`src/hw/io_consts.svh`:
```
`ifndef IO_CONSTS_SVH
`define IO_CONSTS_SVH

// IO region in the address top nibble
`define IO_REGION_LSB     28    // Low bit of the region nibble
`define IO_REGION         4'h4  // 0x4xxxxxxx is IO

// One-hot register select bits
`define IO_SEL_PORT_IN    4     // GPIO input (read only)
`define IO_SEL_PORT_OUT   5     // GPIO output value
`define IO_SEL_PORT_DIR   6     // GPIO direction mask
// Bit 7 left free
`define IO_SEL_LEDS       8     // Direct LED bits
`define IO_SEL_SDM_RED    9     // Red brightness
`define IO_SEL_SDM_GREEN  10    // Green brightness
`define IO_SEL_SDM_BLUE   11    // Blue brightness
`define IO_SEL_TICKS      18    // Timer count
`define IO_SEL_RELOAD     19    // Timer reload value

// Write, clear, set, toggle at +0, +4, +8, +12
`define IO_OP_LSB         2

`endif

```
`src/hw/io_pkg.sv`:
```
package io_pkg;

   typedef logic [31:0] io_word_t;    // Bus address or data word
   typedef logic [7:0]  gpio_t;       // GPIO port width
   typedef logic [3:0]  led_mask_t;   // [0] red [1] green [2] blue [3] spare
   typedef logic [15:0] sdm_level_t;  // Modulator brightness

   typedef enum logic [1:0] {
      op_write  = 2'b00,  // Plain store
      op_clear  = 2'b01,  // Old AND NOT data
      op_set    = 2'b10,  // Old OR data
      op_toggle = 2'b11   // Old XOR data
   } io_op_e;

   typedef struct packed {
      io_word_t address;
      io_word_t wdata;
      logic     wr;       // One-cycle write strobe
      logic     rd;       // One-cycle read strobe
   } io_bus_t;

   typedef struct packed {
      logic reload;
      logic ticks;
      logic sdm_blue;
      logic sdm_green;
      logic sdm_red;
      logic leds;
      logic port_dir;
      logic port_out;
      logic port_in;
   } io_sel_t;

   typedef struct packed {
      logic     wstrb;    // Write strobe inside IO region
      logic     rstrb;    // Read strobe inside IO region
      io_sel_t  sel;
      io_op_e   op;
      io_word_t wdata;
   } io_cmd_t;

endpackage

```
`src/hw/io_decode.sv`:
```
`timescale 1ns/1ps

`include "io_consts.svh"

module io_decode (
   input  io_pkg::io_bus_t bus,
   output io_pkg::io_cmd_t cmd
);
   import io_pkg::*;

   logic is_io;  // Address top nibble hits the IO region

   // Only place that tests the region nibble
   assign is_io = (bus.address[`IO_REGION_LSB +: 4] == `IO_REGION);

   always_comb begin
      cmd.wstrb = bus.wr & is_io;
      cmd.rstrb = bus.rd & is_io;

      // One-hot selects copied straight from the address bits
      cmd.sel.port_in   = bus.address[`IO_SEL_PORT_IN];
      cmd.sel.port_out  = bus.address[`IO_SEL_PORT_OUT];
      cmd.sel.port_dir  = bus.address[`IO_SEL_PORT_DIR];
      cmd.sel.leds      = bus.address[`IO_SEL_LEDS];
      cmd.sel.sdm_red   = bus.address[`IO_SEL_SDM_RED];
      cmd.sel.sdm_green = bus.address[`IO_SEL_SDM_GREEN];
      cmd.sel.sdm_blue  = bus.address[`IO_SEL_SDM_BLUE];
      cmd.sel.ticks     = bus.address[`IO_SEL_TICKS];
      cmd.sel.reload    = bus.address[`IO_SEL_RELOAD];

      // Write operation from bits 3:2
      cmd.op    = io_op_e'(bus.address[`IO_OP_LSB +: 2]);
      cmd.wdata = bus.wdata;  // Word writes only
   end

endmodule

```
`src/hw/io_registers.sv`:
```
`timescale 1ns/1ps

module io_registers (
   input  logic               clk,
   input  logic               reset_button,
   input  io_pkg::io_cmd_t    cmd,
   input  io_pkg::io_word_t   io_rdata,   // Current value of the selected register(s)
   output io_pkg::gpio_t      port_out,
   output io_pkg::gpio_t      port_dir,
   output io_pkg::led_mask_t  leds,
   output io_pkg::sdm_level_t sdm_red,
   output io_pkg::sdm_level_t sdm_green,
   output io_pkg::sdm_level_t sdm_blue
);
   import io_pkg::*;

   io_word_t io_mod;  // Word to be stored after the operation

   // Read-modify-write in one cycle with the old value from the read mux
   always_comb begin
      case (cmd.op)
         op_clear:  io_mod = io_rdata & ~cmd.wdata;
         op_set:    io_mod = io_rdata |  cmd.wdata;
         op_toggle: io_mod = io_rdata ^  cmd.wdata;
         default:   io_mod = cmd.wdata;           // Plain write
      endcase
   end

   always_ff @(posedge clk) begin
      if (reset_button) begin
         port_out  <= '0;
         port_dir  <= '0;                          // All pins inputs
         leds      <= '0;
         sdm_red   <= '0;
         sdm_green <= '0;
         sdm_blue  <= '0;
      end else if (cmd.wstrb) begin
         // Every selected register takes the same word
         if (cmd.sel.port_out)
            port_out <= gpio_t'(io_mod);
         if (cmd.sel.port_dir)
            port_dir <= gpio_t'(io_mod);
         if (cmd.sel.leds)
            leds <= led_mask_t'(io_mod);
         if (cmd.sel.sdm_red)
            sdm_red <= sdm_level_t'(io_mod);
         if (cmd.sel.sdm_green)
            sdm_green <= sdm_level_t'(io_mod);
         if (cmd.sel.sdm_blue)
            sdm_blue <= sdm_level_t'(io_mod);
         // Ticks and reload are handled by the timer
      end
   end

endmodule

```
`src/hw/io_timer.sv`:
```
`timescale 1ns/1ps

module io_timer (
   input  logic             clk,
   input  logic             reset_button,
   input  io_pkg::io_cmd_t  cmd,
   output io_pkg::io_word_t ticks,
   output io_pkg::io_word_t reload,
   output logic             interrupt     // One cycle after the wrap
);
   import io_pkg::*;

   logic [32:0] ticks_plus_1;  // Carry bit flags the overflow
   io_word_t    next_ticks;

   assign ticks_plus_1 = {1'b0, ticks} + 33'd1;

   // On overflow restart from reload instead of zero
   assign next_ticks = ticks_plus_1[32] ? reload : ticks_plus_1[31:0];

   always_ff @(posedge clk) begin
      if (reset_button) begin
         ticks     <= '0;
         reload    <= '0;
         interrupt <= 1'b0;
      end else begin
         // Timer writes store plain data and ignore op
         if (cmd.wstrb && cmd.sel.ticks)
            ticks <= cmd.wdata;                   // Write wins over counting
         else
            ticks <= next_ticks;

         if (cmd.wstrb && cmd.sel.reload)
            reload <= cmd.wdata;

         interrupt <= ticks_plus_1[32];           // Pulse on overflow
      end
   end

endmodule

```
`src/hw/led_sdm.sv`:
```
`timescale 1ns/1ps

module led_sdm (
   input  logic               clk,
   input  logic               reset_button,
   input  io_pkg::led_mask_t  leds,
   input  io_pkg::sdm_level_t sdm_red,
   input  io_pkg::sdm_level_t sdm_green,
   input  io_pkg::sdm_level_t sdm_blue,
   output logic               led_red,
   output logic               led_green,
   output logic               led_blue
);
   import io_pkg::*;

   sdm_level_t level [3];   // 0 red, 1 green, 2 blue
   sdm_level_t phase [3];   // Phase accumulators
   logic [2:0] sdm_out;     // Registered carry out per channel

   assign level[0] = sdm_red;
   assign level[1] = sdm_green;
   assign level[2] = sdm_blue;

   // First order modulator with a carry rate of level / 65536
   always_ff @(posedge clk) begin
      for (int i = 0; i < 3; i++) begin
         if (reset_button)
            {sdm_out[i], phase[i]} <= '0;
         else
            {sdm_out[i], phase[i]} <= {1'b0, phase[i]} + {1'b0, level[i]};
      end
   end

   // Direct bit forces the LED fully on
   assign led_red   = leds[0] | sdm_out[0];
   assign led_green = leds[1] | sdm_out[1];
   assign led_blue  = leds[2] | sdm_out[2];  // leds[3] only stored

endmodule

```
`src/hw/io_readback.sv`:
```
`timescale 1ns/1ps

module io_readback (
   input  logic               clk,
   input  logic               reset_button,
   input  io_pkg::io_cmd_t    cmd,
   input  io_pkg::gpio_t      port_in,
   input  io_pkg::gpio_t      port_out,
   input  io_pkg::gpio_t      port_dir,
   input  io_pkg::led_mask_t  leds,
   input  io_pkg::sdm_level_t sdm_red,
   input  io_pkg::sdm_level_t sdm_green,
   input  io_pkg::sdm_level_t sdm_blue,
   input  io_pkg::io_word_t   ticks,
   input  io_pkg::io_word_t   reload,
   output io_pkg::io_word_t   io_rdata,   // Combinational value that also feeds read-modify-write
   output io_pkg::io_word_t   rdata       // Held until the next IO read
);
   import io_pkg::*;

   // One-hot OR mux where several selects merge their values
   assign io_rdata =
      (cmd.sel.port_in   ? io_word_t'(port_in)   : '0) |  // GPIO in
      (cmd.sel.port_out  ? io_word_t'(port_out)  : '0) |  // GPIO out
      (cmd.sel.port_dir  ? io_word_t'(port_dir)  : '0) |  // GPIO dir
      (cmd.sel.leds      ? io_word_t'(leds)      : '0) |  // Direct LEDs
      (cmd.sel.sdm_red   ? io_word_t'(sdm_red)   : '0) |
      (cmd.sel.sdm_green ? io_word_t'(sdm_green) : '0) |
      (cmd.sel.sdm_blue  ? io_word_t'(sdm_blue)  : '0) |
      (cmd.sel.ticks     ? ticks                 : '0) |  // Live count
      (cmd.sel.reload    ? reload                : '0);

   // Capture in the strobe cycle so side effects see the right value
   always_ff @(posedge clk) begin
      if (reset_button)
         rdata <= '0;
      else if (cmd.rstrb)
         rdata <= io_rdata;
   end

endmodule

```
`src/hw/io_peripherals.sv`:
```
`timescale 1ns/1ps

module io_peripherals (
   input  logic             clk,
   input  logic             reset_button,
   input  io_pkg::io_bus_t  bus,
   input  io_pkg::gpio_t    port_in,
   output io_pkg::io_word_t rdata,
   output io_pkg::gpio_t    port_out,
   output io_pkg::gpio_t    port_dir,
   output logic             led_red,
   output logic             led_green,
   output logic             led_blue,
   output logic             interrupt
);
   import io_pkg::*;

   io_cmd_t    cmd;          // Decoded IO request
   io_word_t   io_rdata;     // Unregistered read value
   led_mask_t  leds;
   sdm_level_t sdm_red;
   sdm_level_t sdm_green;
   sdm_level_t sdm_blue;
   io_word_t   ticks;
   io_word_t   reload;

   // Memory map and strobes
   io_decode u_io_decode (
      .bus (bus),
      .cmd (cmd)
   );

   // Write, clear, set, toggle on GPIO and LED registers
   io_registers u_io_registers (
      .clk          (clk),
      .reset_button (reset_button),
      .cmd          (cmd),
      .io_rdata     (io_rdata),
      .port_out     (port_out),
      .port_dir     (port_dir),
      .leds         (leds),
      .sdm_red      (sdm_red),
      .sdm_green    (sdm_green),
      .sdm_blue     (sdm_blue)
   );

   io_timer u_io_timer (
      .clk          (clk),
      .reset_button (reset_button),
      .cmd          (cmd),
      .ticks        (ticks),
      .reload       (reload),
      .interrupt    (interrupt)
   );

   led_sdm u_led_sdm (
      .clk          (clk),
      .reset_button (reset_button),
      .leds         (leds),
      .sdm_red      (sdm_red),
      .sdm_green    (sdm_green),
      .sdm_blue     (sdm_blue),
      .led_red      (led_red),
      .led_green    (led_green),
      .led_blue     (led_blue)
   );

   // Read mux that also feeds the old value back for read-modify-write
   io_readback u_io_readback (
      .clk          (clk),
      .reset_button (reset_button),
      .cmd          (cmd),
      .port_in      (port_in),
      .port_out     (port_out),
      .port_dir     (port_dir),
      .leds         (leds),
      .sdm_red      (sdm_red),
      .sdm_green    (sdm_green),
      .sdm_blue     (sdm_blue),
      .ticks        (ticks),
      .reload       (reload),
      .io_rdata     (io_rdata),
      .rdata        (rdata)
   );

endmodule

```
`config.mk`:
```
export PLATFORM = sky130hd
export DESIGN_NAME = io_peripherals
export DESIGN_NICKNAME = d
export VERILOG_FILES = /design/src/hw/io_pkg.sv /design/src/hw/io_decode.sv /design/src/hw/io_registers.sv /design/src/hw/io_timer.sv /design/src/hw/led_sdm.sv /design/src/hw/io_readback.sv /design/src/hw/io_peripherals.sv
export VERILOG_INCLUDE_DIRS = /design/src /design/src/hw
export SDC_FILE = /design/constraint.sdc
export NUM_CORES = 1
export LEC_CHECK = 0
export ABC_AREA = 1
export CORE_ASPECT_RATIO = 1.1
export CORE_MARGIN = 2
export CORE_UTILIZATION = 25
export CTS_CLUSTER_DIAMETER = 100
export DETAILED_ROUTE_END_ITERATION = 6
export DONT_BUFFER_PORTS = 1
export PLACE_DENSITY = 0.35
export SLEW_MARGIN = 30
export SYNTH_ARGS = -nofsm -noshare
export SYNTH_HDL_FRONTEND = slang
export SYNTH_HIERARCHICAL = 1
export SYNTH_SLANG_ARGS = --single-unit
```
`constraint.sdc`:
```
create_clock -name clk -period 2.31 [get_ports clk]
set_input_delay 0.3465 -clock clk [delete_from_list [all_inputs] [get_ports clk]]
set_output_delay 0.3465 -clock clk [all_outputs]
set_load 0.02 [all_outputs]
```
# [Yosys cells after proc, flatten, opt, wreduce, memory -nomap -nowiden]
# Cells that the tools add are included.
[word_totals] regBits=216 latch_bits=0 ramBits=0 mem_bits_ro=0 input_bits=76 out_inout_bits=52 mem_count=0
[classes] addsub=4 multipliers=0 n_div=0 order_cmp=0 n_eq_ne=4 n_shift=0 mux=12 bitwise=17 reduce_logical=8
[ops] op="32-bit OR" count=8
[ops] op="32-bit two-way mux" count=4
[ops] op="16-bit by 16-bit adder with 17-bit output" count=3
[ops] op="16-bit two-way mux" count=3
[ops] op="16-bit one-hot mux with 3 select lines" count=1
[ops] op="32-bit by 1-bit adder with 33-bit output (second input constant)" count=1
[ops] op="8-bit two-way mux" count=3
[ops] op="16-bit bitwise AND" count=1
[ops] op="16-bit NOT" count=1
[ops] op="16-bit OR" count=1
[ops] op="16-bit XOR" count=1
[ops] op="2-bit AND reduction" count=6
[ops] op="2-bit == test (second input constant)" count=2
[ops] op="4-bit by 3-bit == test with 1-bit output (second input constant)" count=1
[ops] op="4-bit two-way mux" count=1
[ops] op="1-bit OR" count=3
[ops] op="1-bit bitwise AND" count=2
[ops] op="2-bit by 1-bit == test with 1-bit output (second input constant)" count=1
[ops] op="1-bit logical AND" count=2

# [Logic depth before layout (Yosys ltp)]
# Gate-level depths: netlist (run 1).
[logic_depth] word_depth=11 mapped_depth=14 depth_no_buf=11

# [By module]
# Netlist (run 1), hierarchy kept.
[modules_own_cells] mod="led_sdm" n_inst=1 cells_each=677 area_each_um2=4102.7 seq_area_each_um2=1021.0
[modules_own_cells] mod="io_timer" n_inst=1 cells_each=555 area_each_um2=3595.9 seq_area_each_um2=1301.2
[modules_own_cells] mod="io_registers" n_inst=1 cells_each=424 area_each_um2=3443.3 seq_area_each_um2=1361.3
[modules_own_cells] mod="io_readback" n_inst=1 cells_each=453 area_each_um2=2399.8 seq_area_each_um2=640.6
[modules_own_cells] mod="io_decode" n_inst=1 cells_each=51 area_each_um2=352.8 seq_area_each_um2=0.0

# [Worst setup path before layout (run 1)]
# OpenSTA, ideal clock, no wires.
[synth_path] path_kind="input to register" start="in bus[44] in the netlist's numbering" end="reg u_io_registers.leds[0]" setup_time_ps=125 arrival_time_ps=1631 required_ps=2185 setup_slack_ps=553 path_stages=13 path_buffers=3 cell_sequence="buf_4 > buf_6 > buf_6 > nand2_1 > nand2_1 > nor2_2 > nand2_1 > inv_1 > ha_1 > nand3_1 > nand3_1 > nor2_2 > a21oi_1"
[synth_between] elab_chain_cells=7 elab_cells_between_ends=9
[synth_rtl] item="from (decl)" line="io_peripherals.sv:6" rtl="input io_pkg::io_bus_t bus,"
[synth_rtl] item="16-bit two-way mux *" line="io_readback.sv:28" rtl="(cmd.sel.sdm_green ? io_word_t'(sdm_green) : '0) |"
[synth_rtl] item="32-bit OR *" line="io_readback.sv:27" rtl="(cmd.sel.sdm_red ? io_word_t'(sdm_red) : '0) |"
[synth_rtl] item="32-bit OR *" line="io_readback.sv:28"
[synth_rtl] item="32-bit OR *" line="io_readback.sv:29" rtl="(cmd.sel.sdm_blue ? io_word_t'(sdm_blue) : '0) |"
[synth_rtl] item="32-bit OR *" line="io_readback.sv:30" rtl="(cmd.sel.ticks ? ticks : '0) |"
[synth_rtl] item="named net io_rdata[0]" line="io_peripherals.sv:19" rtl="io_word_t io_rdata;"
[synth_rtl] item="16-bit XOR, or another cell as far along" line="io_registers.sv:24" rtl="op_toggle: io_mod = io_rdata ^ cmd.wdata;"
[synth_rtl] item="16-bit one-hot mux with 3 select lines *" line="io_registers.sv:21" rtl="case (cmd.op)"
[synth_rtl] item="to (signal assigned)" line="io_registers.sv:44" rtl="leds <= led_mask_t'(io_mod);"
[synth_rtl] item="to (decl)" line="io_registers.sv:10" rtl="output io_pkg::led_mask_t leds,"
# Mark *: on every way through the listed nets, which the timed path passes. The rest lies on a longest branch.
# A chain may end at the register's enable or synchronous reset.

# [Final worst setup path (run 1)]
[layout_path] start="reg u_io_registers.port_dir[1]" end="reg u_io_registers.port_dir[1]"
[layout_between] elab_chain_cells=10 elab_cells_between_ends=12
[layout_rtl] item="from (decl)" line="io_registers.sv:9" rtl="output io_pkg::gpio_t port_dir,"
[layout_rtl] item="from (signal assigned)" line="io_registers.sv:42" rtl="port_dir <= gpio_t'(io_mod);"
[layout_rtl] item="8-bit two-way mux *" line="io_readback.sv:25" rtl="(cmd.sel.port_dir ? io_word_t'(port_dir) : '0) |"
[layout_rtl] item="32-bit OR *" line="io_readback.sv:24" rtl="(cmd.sel.port_out ? io_word_t'(port_out) : '0) |"
[layout_rtl] item="32-bit OR *" line="io_readback.sv:25"
[layout_rtl] item="32-bit OR *" line="io_readback.sv:26" rtl="(cmd.sel.leds ? io_word_t'(leds) : '0) |"
[layout_rtl] item="32-bit OR *" line="io_readback.sv:27"
[layout_rtl] item="32-bit OR *" line="io_readback.sv:28"
[layout_rtl] item="32-bit OR *" line="io_readback.sv:29"
[layout_rtl] item="32-bit OR *" line="io_readback.sv:30"
[layout_rtl] item="named net io_rdata[1]" line="io_peripherals.sv:19"
[layout_rtl] item="16-bit XOR, or another cell as far along" line="io_registers.sv:24"
[layout_rtl] item="16-bit one-hot mux with 3 select lines *" line="io_registers.sv:21"
# Marks and branches as above.

==> flow_metrics.py, run 1 <==
metrics = {
    "status": {
        "status": "completed",
    },
    "routing": {
        "viasPerCell": 4.407,
        "first_pass_iters": 5,
        "num_vias": 12790,
        "wire_per_inst_um": 16.89,
        "final_antenna_net_count": 0,
        "wl_um": 49030,
        "first_iter_violations": 647,
        "post-route-drc-count": 0,
    },
    "clock_network": {
        "clk_pin_slew_worst_paths_ns": 0.06,
        "cts_tree": "yes",
        "cts-resized-gates": 0,
        "cts_num_sinks": 216,
        "worst_skew_pair.late_latency_ns": 0.59,
        "h-tree-depth": 1,
        "clk_path_buf_depth": 3,
        "cts_buffers": 30,
        "cts_root_buf": "clkbuf_16",
        "post_cts_buffers": 0,
    },
    "yosys": {
        "ys_async_sr_fraction_pct": 0,
        "yosysWarnings": 6,
        "synth_top_cell_by_area": "dfxtp_1",
        "netlist_area_um2": 13890,
        "synthTopCellsByCount": "nand2_1, inv_1, nor2_1",
        "synth_edf_count": 0,
        "yosysMostFrequentCell": "nand2_1",
        "synth_ff_type": "dfxtp_1",
        "syn_nets": 2320,
        "avgSynthCellArea_um2": 6.433,
        "synthTopCellsByArea": "dfxtp_1, nand2_1, inv_1",
        "synth-seq-cells": 216,
        "synth.distinct_cells": 42,
        "synthCells": 2160,
        "yosysSeqAreaShare_pct": 31.12,
        "synth_top_area_share_pct": 31.12,
    },
    "layout": {
        "nFillCells": 6268,
        "n_antenna_cell": 0,
        "seqCellArea_um2": 4324,
        "final_util_pct": 28.47,
        "drive_gt1_share_pct": 7.664,
        "layout.cells.non_filler": 2902,
        "synthToLayoutAreaGrowth_pct": 12.58,
        "multi_input_area_um2": 7617,
        "fin_nets": 2305,
    },
    "sta": {
        "worst_slew_pin_slew_ns": 0.5413,
        "slew_viol_final": 0,
        "max_freq_ghz": 0.4922,
        "rsz0062_at_grt": "false",
        "fin_crit_ns": 2.032,
        "finalHoldViolations": 0,
        "relSlewSlack_pct": 63.87,
        "finalCritPeriodShare_pct": 87.96,
        "setup_viol": 0,
        "fin_setup_tns_ns": 0,
        "fin_skew_ns": 0.03659,
    },
    "critical_path": {
        "regToRegSetupSlack_ns": 0.28,
        "crit_fanout": 6,
        "path_cells": "nand2_1, nand3_1, nor2_1, nand2_1, inv_1, ha_1, nand3_1, nand3_1, nor2_2, a21oi_1",
        "crit_required_ns": 2.77,
        "slowest_stage": "nor2_2",
        "cpMostUsedCell": "nand3_1",
        "slowest_delay_ns": 0.42,
        "worst-setup-path-type": "flip-flop to flip-flop",
        "r2r_end": "u_io_registers/port_dir[1]",
        "r2r_cells": 10,
        "cp-start-kind": "flip-flop",
        "critPathCapture": "u_io_registers/port_dir[1]",
        "worst_ep_arrival_time_ns": 2.49,
        "end_kind": "flip-flop",
        "reg2reg_from": "u_io_registers/port_dir[1]",
        "cp-startpoint": "u_io_registers/port_dir[1]",
    },
    "power": {
        "power_density_nw_per_um2": 590.7,
        "p_leak_nw": 7.762,
        "swShare_pct": 26.12,
        "p_comb_share_pct": 7.3,
        "p_seq_share_pct": 41.7,
        "p_switching_mw": 2.414,
        "p_clk_share_pct": 51.0,
        "p_int_mw": 6.826,
        "peakVddDrop_mv": 0.5259,
        "finalPower_mw": 9.240,
    },
    "die": {
        "start_util_pct": 25.28,
        "num_rows": 90,
        "coreArea_um2": 54950,
        "dieHeight_um": 251.3,
        "die_area_um2": 57480,
        "die_x_um": 228.8,
        "ios": 128,
    },
    "placement": {
        "place_hpwl_um": 35550,
        "io_buffer_count": 0,
        "gp_congestion": 0.8582,
        "dpl.cell_count": 2813,
    },
    "worst_hold_path": {
        "hold_class": "input port to flip-flop",
    },
    "global_routing": {
        "track_usage_pct": 16.89,
        "grt_pass1_wl_um": 75330,
        "grt_max_degree": 72,
        "grt_pass1_vias": 12490,
        "antenna_found_initial": 1,
        "overflow": 0,
    },
    "job": {
        "maxCapViolCount": 0,
    },
}
## sequential cells by signal, summed over array words and instances (netlist names), 8 cells and up
register / count
u_led_sdm/phase: 48
u_io_readback/rdata: 32
u_io_timer/reload: 32
u_io_timer/ticks: 32
u_io_registers/sdm_blue: 16
u_io_registers/sdm_green: 16
u_io_registers/sdm_red: 16
u_io_registers/port_dir: 8
u_io_registers/port_out: 8
## layout make-up
cell class                      instances  share of cell area, %
Clock inverter                         16                  1.144
Timing Repair Buffer                   75                  4.447
Tap cell                              736                  5.887
Multi-Input combinational cell       1531                  48.70
Sequential cell                       216                  27.64
Inverter                              291                  7.023
Clock buffer                           37                  5.159
## per-stage QoR
| step | hold WS (ns) | area (µm²) | setup slack [ns] |
|---|---|---|---|
| final | 0.03473 | 15640 | 0.2782 |
| after global routing | 0.04175 | 15640 | 0.1383 |
| after CTS | 0.002398 | 15640 | 0.2915 |
| after detailed placement | 0.4298 | 14280 | 0.3021 |
| after global placement | 0.4294 | 14280 | 0.3311 |
| after floorplan | 0.4226 | 13890 | 0.5535 |
## cell families after synthesis
family                   share of synthesized area (%)
flip-flops                                       31.12
AO/OA/AOI/OAI                                    10.87
XOR/XNOR                                         1.072
adder cells (fa/ha/maj)                          7.726
buffers and inverters                            14.13
AND/OR/NAND/NOR                                  35.08
## metal layers
| layer | part of all wire [%] | global-route usage, % |
|---|---|---|
| met1 | 45 | 21.21 |
| met2 | 48 | 30.15 |
| met3 | 4.2 | 2.529 |
| met4 | 2.2 | 4.193 |
| met5 | 0 | 0 |
## power by group through the flow
stage / Sequential, mW / Combinational, mW / Clock (mW)
after floorplan: 3.92 / 0.563 / 0
after global placement: 3.94 / 0.571 / 0
after detailed placement: 3.94 / 0.583 / 0
after CTS: 3.85 / 0.686 / 4.89
after global routing: 3.86 / 0.767 / 5.01
final: 3.85 / 0.677 / 4.71
## critical path, delay by kind of cell, from the launching register on
kind / cells / cell delay [ns]
and+or+nand+nor: 7 / 1.10
DFF: 1 / 0.39
AOI/OAI and AO/OA: 1 / 0.13
adders and majority gates: 1 / 0.21
buffers and inverters: 1 / 0.06
## timing repair
item | 4_1_cts | 5_1_grt
hold endpoints to repair | 108 | 0
hold buffers | 36 | 0
setup endpoints to repair | 0 | 0
## how the worst min path moves through the flow
stage | startpoint | endpoint | cells after the start
5_1_grt | bus[53] | u_io_readback/rdata[20] | 4
6_report | bus[53] | u_io_readback/rdata[20] | 4
3_5_place_dp | reset_button | u_io_timer/ticks[31] | 1
4_1_cts | bus[52] | u_io_readback/rdata[23] | 4
2_1_floorplan | reset_button | u_led_sdm/phase[20] | 1
3_3_place_gp | reset_button | u_io_timer/ticks[31] | 1
## cell usage in the layout, fill, tap and decap left out, types with 5 or more instances in the layout
cell           netlist  routed
nand2_1            613     612
nor2_8               5       5
xnor2_1              8       8
clkbuf_16            0      30
buf_4               52      37
nand2_2              8       9
dfxtp_1            216     216
o21ai_1              8       8
a21oi_1            143     143
ha_1                81      81
clkinv_2             1      10
nor2_2              21      21
nor2_4               7       8
o21ai_0            132     132
dlygate4sd3_1        0      35
nor2_1             281     280
xor2_1               9       9
nand3_2             12      12
nand4_1             15      15
nand3b_1            10      10
nand3_1            145     145
inv_1              283     283
Note: power is estimated with default switching activity, not from simulation.
==> run 2: changes to the inputs <==
Settings changed: PLACE_DENSITY 0.35 to 0.36, SETUP_SLACK_MARGIN set to 0.3.
==> run 2 against run 1 <==
Against the previous run: critical path type unchanged; largest power group unchanged; non-clock buffer count rose by 10; combinational power rose by 2%; critical endpoint is now u_io_registers/sdm_blue[8]; utilization grew 0.17 points.
==> flow_metrics.py, run 2 (synthesis results as in run 1) <==
metrics = {
    "layout": {
        "nFillCells": 6230,
        "fin_nets": 2316,
        "synthToLayoutAreaGrowth_pct": 13.25,
        "mostFrequentLayoutCells": "nand2_1, inv_1, nor2_1",
        "fin_area_um2": 15740,
        "drive_gt1_share_pct": 8.142,
        "final_common_cell": "nand2_1",
        "n_antenna_cell": 0,
        "final_util_pct": 28.64,
        "largest_reg_flops": 48,
    },
    "routing": {
        "viasPerCell": 4.397,
        "final_antenna_net_count": 0,
        "wl_um": 49200,
        "post-route-drc-count": 0,
        "num_vias": 12800,
        "first_pass_iters": 6,
        "wire_per_inst_um": 16.91,
        "first_iter_violations": 632,
    },
    "power": {
        "p_clk_share_pct": 50.5,
        "p_switching_mw": 2.299,
        "p_leak_nw": 7.805,
        "peakVddDrop_mv": 0.5664,
        "p_seq_share_pct": 42.0,
        "p_comb_share_pct": 7.5,
        "power_density_nw_per_um2": 583.6,
        "swShare_pct": 25.04,
        "p_int_mw": 6.884,
    },
    "clock_network": {
        "worst_skew_pair.late_latency_ns": 0.57,
        "cts_root_buf": "clkbuf_16",
        "cts_buffers": 30,
        "cts_tree": "yes",
        "clk_path_buf_depth": 3,
        "h-tree-depth": 1,
        "clk_pin_slew_worst_paths_ns": 0.05,
        "cts_num_sinks": 216,
    },
    "global_routing": {
        "grt_max_degree": 72,
        "grt_pass1_wl_um": 74800,
        "track_usage_pct": 16.89,
        "grt_pass1_vias": 12380,
        "overflow": 0,
        "antenna_found_initial": 0,
    },
    "critical_path": {
        "regToRegSetupSlack_ns": 0.41,
        "worst_ep_arrival_time_ns": 2.32,
        "r2r_end": "u_io_registers/sdm_blue[8]",
        "crit_fanout": 3,
        "r2r_cells": 10,
        "crit_required_ns": 2.73,
        "worst-setup-path-type": "flip-flop to flip-flop",
        "cp-start-kind": "flip-flop",
        "reg2reg_from": "u_io_registers/sdm_red[8]",
        "end_kind": "flip-flop",
    },
    "sta": {
        "finalHoldViolations": 0,
        "max_freq_ghz": 0.5261,
        "slew_viol_final": 0,
        "setup_viol": 0,
        "final.setup.worst_slack_ns": 0.4094,
        "finalCritPeriodShare_pct": 82.28,
        "rsz0062_at_grt": "false",
        "fin_setup_tns_ns": 0,
        "fin_crit_ns": 1.901,
        "fin_hold_ws_ns": 0.03723,
        "worst_slew_pin_slew_ns": 0.6599,
        "fin_skew_ns": 0.01790,
        "relSlewSlack_pct": 56.01,
    },
    "worst_hold_path": {
        "hold_end": "u_io_readback/rdata[22]",
        "hold_class": "input port to flip-flop",
        "min_path_cells": 4,
        "hold_start": "bus[53]",
    },
    "die": {
        "ios": 128,
        "start_util_pct": 25.28,
        "dieHeight_um": 251.3,
        "die_x_um": 228.8,
        "num_rows": 90,
        "die_area_um2": 57480,
        "coreArea_um2": 54950,
    },
    "placement": {
        "io_buffer_count": 0,
        "placed_area_um2": 14240,
        "gp_congestion": 0.8175,
        "place_hpwl_um": 35160,
        "pre_cts_slack_ns": 0.2238,
    },
    "status": {
        "status": "completed",
    },
    "job": {
        "maxCapViolCount": 0,
    },
}
[run 2: changes by cell type in the layout (fill, tap and decap cells not counted), sizes merged]
cell	delta
buf	+9
clkinvlp	-1
nor2	+1
clkinv	-8
clkbuf	+7
dlygate4sd3	+1
bufinv	-1
[run 2: per-stage QoR]
| stage | std cells | power (mW) |
|---|---|---|
| after floorplan | 2160 | 4.479 |
| after global placement | 2811 | 4.508 |
| after detailed placement | 2811 | 4.517 |
| after CTS | 2898 | 9.364 |
| after global routing | 2910 | 9.578 |
| final | 2910 | 9.184 |
[run 2: power groups by stage]
stage / sequential, mW / clock [mW] / combinational, mW
2_1_floorplan: 3.92 / 0 / 0.563
3_3_place_gp: 3.93 / 0 / 0.573
3_5_place_dp: 3.94 / 0 / 0.582
4_1_cts: 3.85 / 4.82 / 0.689
5_1_grt: 3.86 / 4.95 / 0.773
6_report: 3.85 / 4.64 / 0.691
[run 2: final cells by class]
class / count / area [µm²] / share of cell area (%)
inverter: 291 / 1105 / 7.021
multi-input combinational: 1532 / 7661 / 48.68
tap: 736 / 920.9 / 5.852
clock buffer: 44 / 894.6 / 5.685
timing repair buffer: 85 / 748.2 / 4.755
clock inverter: 6 / 80.08 / 0.5089
sequential: 216 / 4327 / 27.49
[run 2: worst max path at each step]
stage                     slack, ns  cells past startpoint                       start                          to
after floorplan                0.55                     13                     bus[44]      u_io_registers/leds[0]
after global placement         0.22                      9         u_io_timer/ticks[0]        u_io_timer/ticks[21]
after detailed placement       0.22                      9         u_io_timer/ticks[0]        u_io_timer/ticks[21]
after CTS                      0.32                     11         u_io_timer/ticks[0]         u_io_timer/ticks[0]
after global routing           0.31                     10  u_io_registers/port_out[2]   u_io_registers/sdm_red[2]
final                          0.41                     10   u_io_registers/sdm_red[8]  u_io_registers/sdm_blue[8]
[run 2: metal layers]
layer,track usage [%],wire length [µm],part of all wire [%],vias to the layer above
met3,2.756,1986,4.0,50
met4,3.878,1017,2.1,0
met5,0,0,0,-
met2,30.75,24480,50,172
li1,-,-,-,6710
met1,20.71,21710,44,5863
[run 2: critical path, cell delays in order (launching register included)]
cell,delay [ns]
dfxtp_1,0.41
nand2_1,0.07
nand2_1,0.14
inv_1,0.07
nand3_1,0.10
inv_1,0.05
ha_1,0.26
nand3_1,0.07
nand3_1,0.08
nor2_1,0.38
a21oi_1,0.12
[run 2: repair_timing]
item	CTS	global route
pin swaps	0	3
resized for setup	1	11
buffers inserted	0	11
hold buffers	37	0
endpoints found under the setup margin	10	52
endpoints found under the hold margin	109	0
cloned	0	1
==> run 3: changes to the inputs <==
Settings changed: PLACE_DENSITY 0.36 to 0.38.
Clock period 2.31 ns to 1.73 ns, I/O delays scaled along.
==> run 3 against run 2 <==
Against the previous run: die area did not move; clock skew rose by 0.010 ns; register-to-register slack got worse by 0.37 ns; worst hold slack got worse by 0.014 ns; fmax rose by 12%; count of clock-buffer cells in the layout fell by 5; via count rose by 8.8%; non-clock buffer count rose by 165; worst setup slack got worse by 0.37 ns; final cell count rose by 5.9%; largest cell class unchanged; clock power rose by 39%; combinational power rose by 110%.
==> flow_metrics.py, run 3 (synthesis results as in run 1) <==
metrics = {
    "routing": {
        "num_vias": 13930,
        "wire_per_inst_um": 17.31,
        "wl_met2_um": 27660,
        "post-route-drc-count": 0,
        "top_layer": "met5",
        "wl_met1_um": 22020,
        "first_iter_violations": 530,
        "viasPerCell": 4.517,
        "first_pass_iters": 5,
        "dr_wl_met3_um": 2057,
        "final_antenna_net_count": 0,
        "wl_um": 53360,
    },
    "global_routing": {
        "overflow": 0,
        "grt_pass1_wl_um": 80150,
        "grt_pass1_vias": 13630,
        "track_usage_pct": 17.93,
        "grt_max_degree": 60,
        "antenna_found_initial": 2,
    },
    "clock_network": {
        "clk_path_buf_depth": 3,
        "cts_tree": "yes",
        "worst_skew_pair.late_latency_ns": 0.58,
        "h-tree-depth": 1,
        "cts_root_buf": "clkbuf_16",
        "cts_num_sinks": 216,
        "cts_buffers": 29,
        "clk_pin_slew_worst_paths_ns": 0.06,
    },
    "placement": {
        "dpl.cell_count": 2890,
        "place_hpwl_um": 36550,
        "gp_congestion": 0.8351,
        "io_buffer_count": 0,
        "placed_area_um2": 15200,
    },
    "critical_path": {
        "crit_required_ns": 2.23,
        "end_kind": "flip-flop",
        "worst_ep_arrival_time_ns": 2.19,
        "crit_fanout": 6,
        "worst-setup-path-type": "flip-flop to flip-flop",
        "r2r_cells": 10,
        "regToRegSetupSlack_ns": 0.04,
        "cp-start-kind": "flip-flop",
    },
    "job": {
        "maxCapViolCount": 0,
    },
    "layout": {
        "fin_nets": 2483,
        "drive_gt1_share_pct": 42.41,
        "final_common_cell": "nand2_1",
        "mostFrequentLayoutCells": "nand2_1, inv_1, nor2_1",
        "layout.cells.non_filler": 3083,
        "synthToLayoutAreaGrowth_pct": 48.86,
        "fin_area_um2": 20680,
        "largest_reg_flops": 48,
    },
    "die": {
        "dieHeight_um": 251.3,
        "die_area_um2": 57480,
        "coreArea_um2": 54950,
        "num_rows": 90,
        "start_util_pct": 25.28,
        "die_x_um": 228.8,
        "ios": 128,
    },
    "sta": {
        "rsz0062_at_grt": "true",
        "fin_hold_ws_ns": 0.02276,
        "fin_skew_ns": 0.02834,
        "fin_setup_tns_ns": 0,
        "setup_viol": 0,
        "finalHoldViolations": 0,
        "relSlewSlack_pct": 61.21,
        "slew_viol_final": 0,
        "worst_slew_pin_slew_ns": 0.5800,
        "fin_crit_ns": 1.694,
        "finalCritPeriodShare_pct": 97.91,
        "max_freq_ghz": 0.5904,
    },
    "status": {
        "status": "completed",
    },
    "power": {
        "power_density_nw_per_um2": 631.2,
        "peakVddDrop_mv": 0.6791,
        "p_leak_nw": 9.769,
    },
    "worst_hold_path": {
        "min_path_cells": 6,
        "hold_class": "input port to flip-flop",
    },
}
-- run 3: repair_timing --
action	in CTS	in global routing
hold endpoints to repair	119	0
gates cloned	4	0
hold buffers	59	0
resized for setup	336	510
setup buffers	44	31
pin swaps	134	243
setup endpoints to repair	144	149
-- run 3: final timing paths --
check                                      startpoint                      end
worst min-delay path                          bus[52]  u_io_readback/rdata[14]
worst max-delay path              u_io_timer/ticks[1]     u_io_timer/ticks[19]
worst min register to register  u_io_timer/reload[27]    u_io_timer/reload[27]
worst max register to register    u_io_timer/ticks[1]     u_io_timer/ticks[19]
-- run 3: metrics by stage --
stage                     power, mW  util (%)  setup slack (ns)
after floorplan               6.018         -           0.09450
after global placement        6.138     27.67          -0.02868
after detailed placement      6.154     27.67          -0.02278
after CTS                     13.09     33.70           0.06825
after global routing          13.62     37.63          -0.04625
final                         13.05     37.64           0.03613
-- run 3: power breakdown --
part	internal, mW	switching [mW]	leakage, nW
sequential	5.02	0.0936	1.80
combinational	0.656	0.821	7.48
clock	3.99	2.47	0.493
total	9.67	3.39	9.77
-- run 3: routing by layer --
layer	vias up	track usage, %
li1	7063	-
met1	6598	20.82
met2	191	33.81
met3	72	2.700
met4	2	5.158
met5	-	0
-- run 3: critical path, cell delays in order, from the launching register on --
cell     delay [ns]
dfxtp_4        0.36
ha_4           0.14
nand2_4        0.05
nor2_4         0.16
nand2_4        0.10
nor2_8         0.22
nand3_4        0.16
buf_6          0.16
nand3_2        0.06
nand2_1        0.05
a21oi_1        0.13
-- run 3: final cells by class --
cell class	count	area, µm²
fillers	5921	34270
flip-flops and latches	216	4514
inverters	291	1117
repair buffers	250	2401
multi-input cells	1532	10660
well taps	736	920.9
repair inverters	3	48.80
clock buffers	39	803.3
clock inverters	15	215.2
diodes	1	2.502
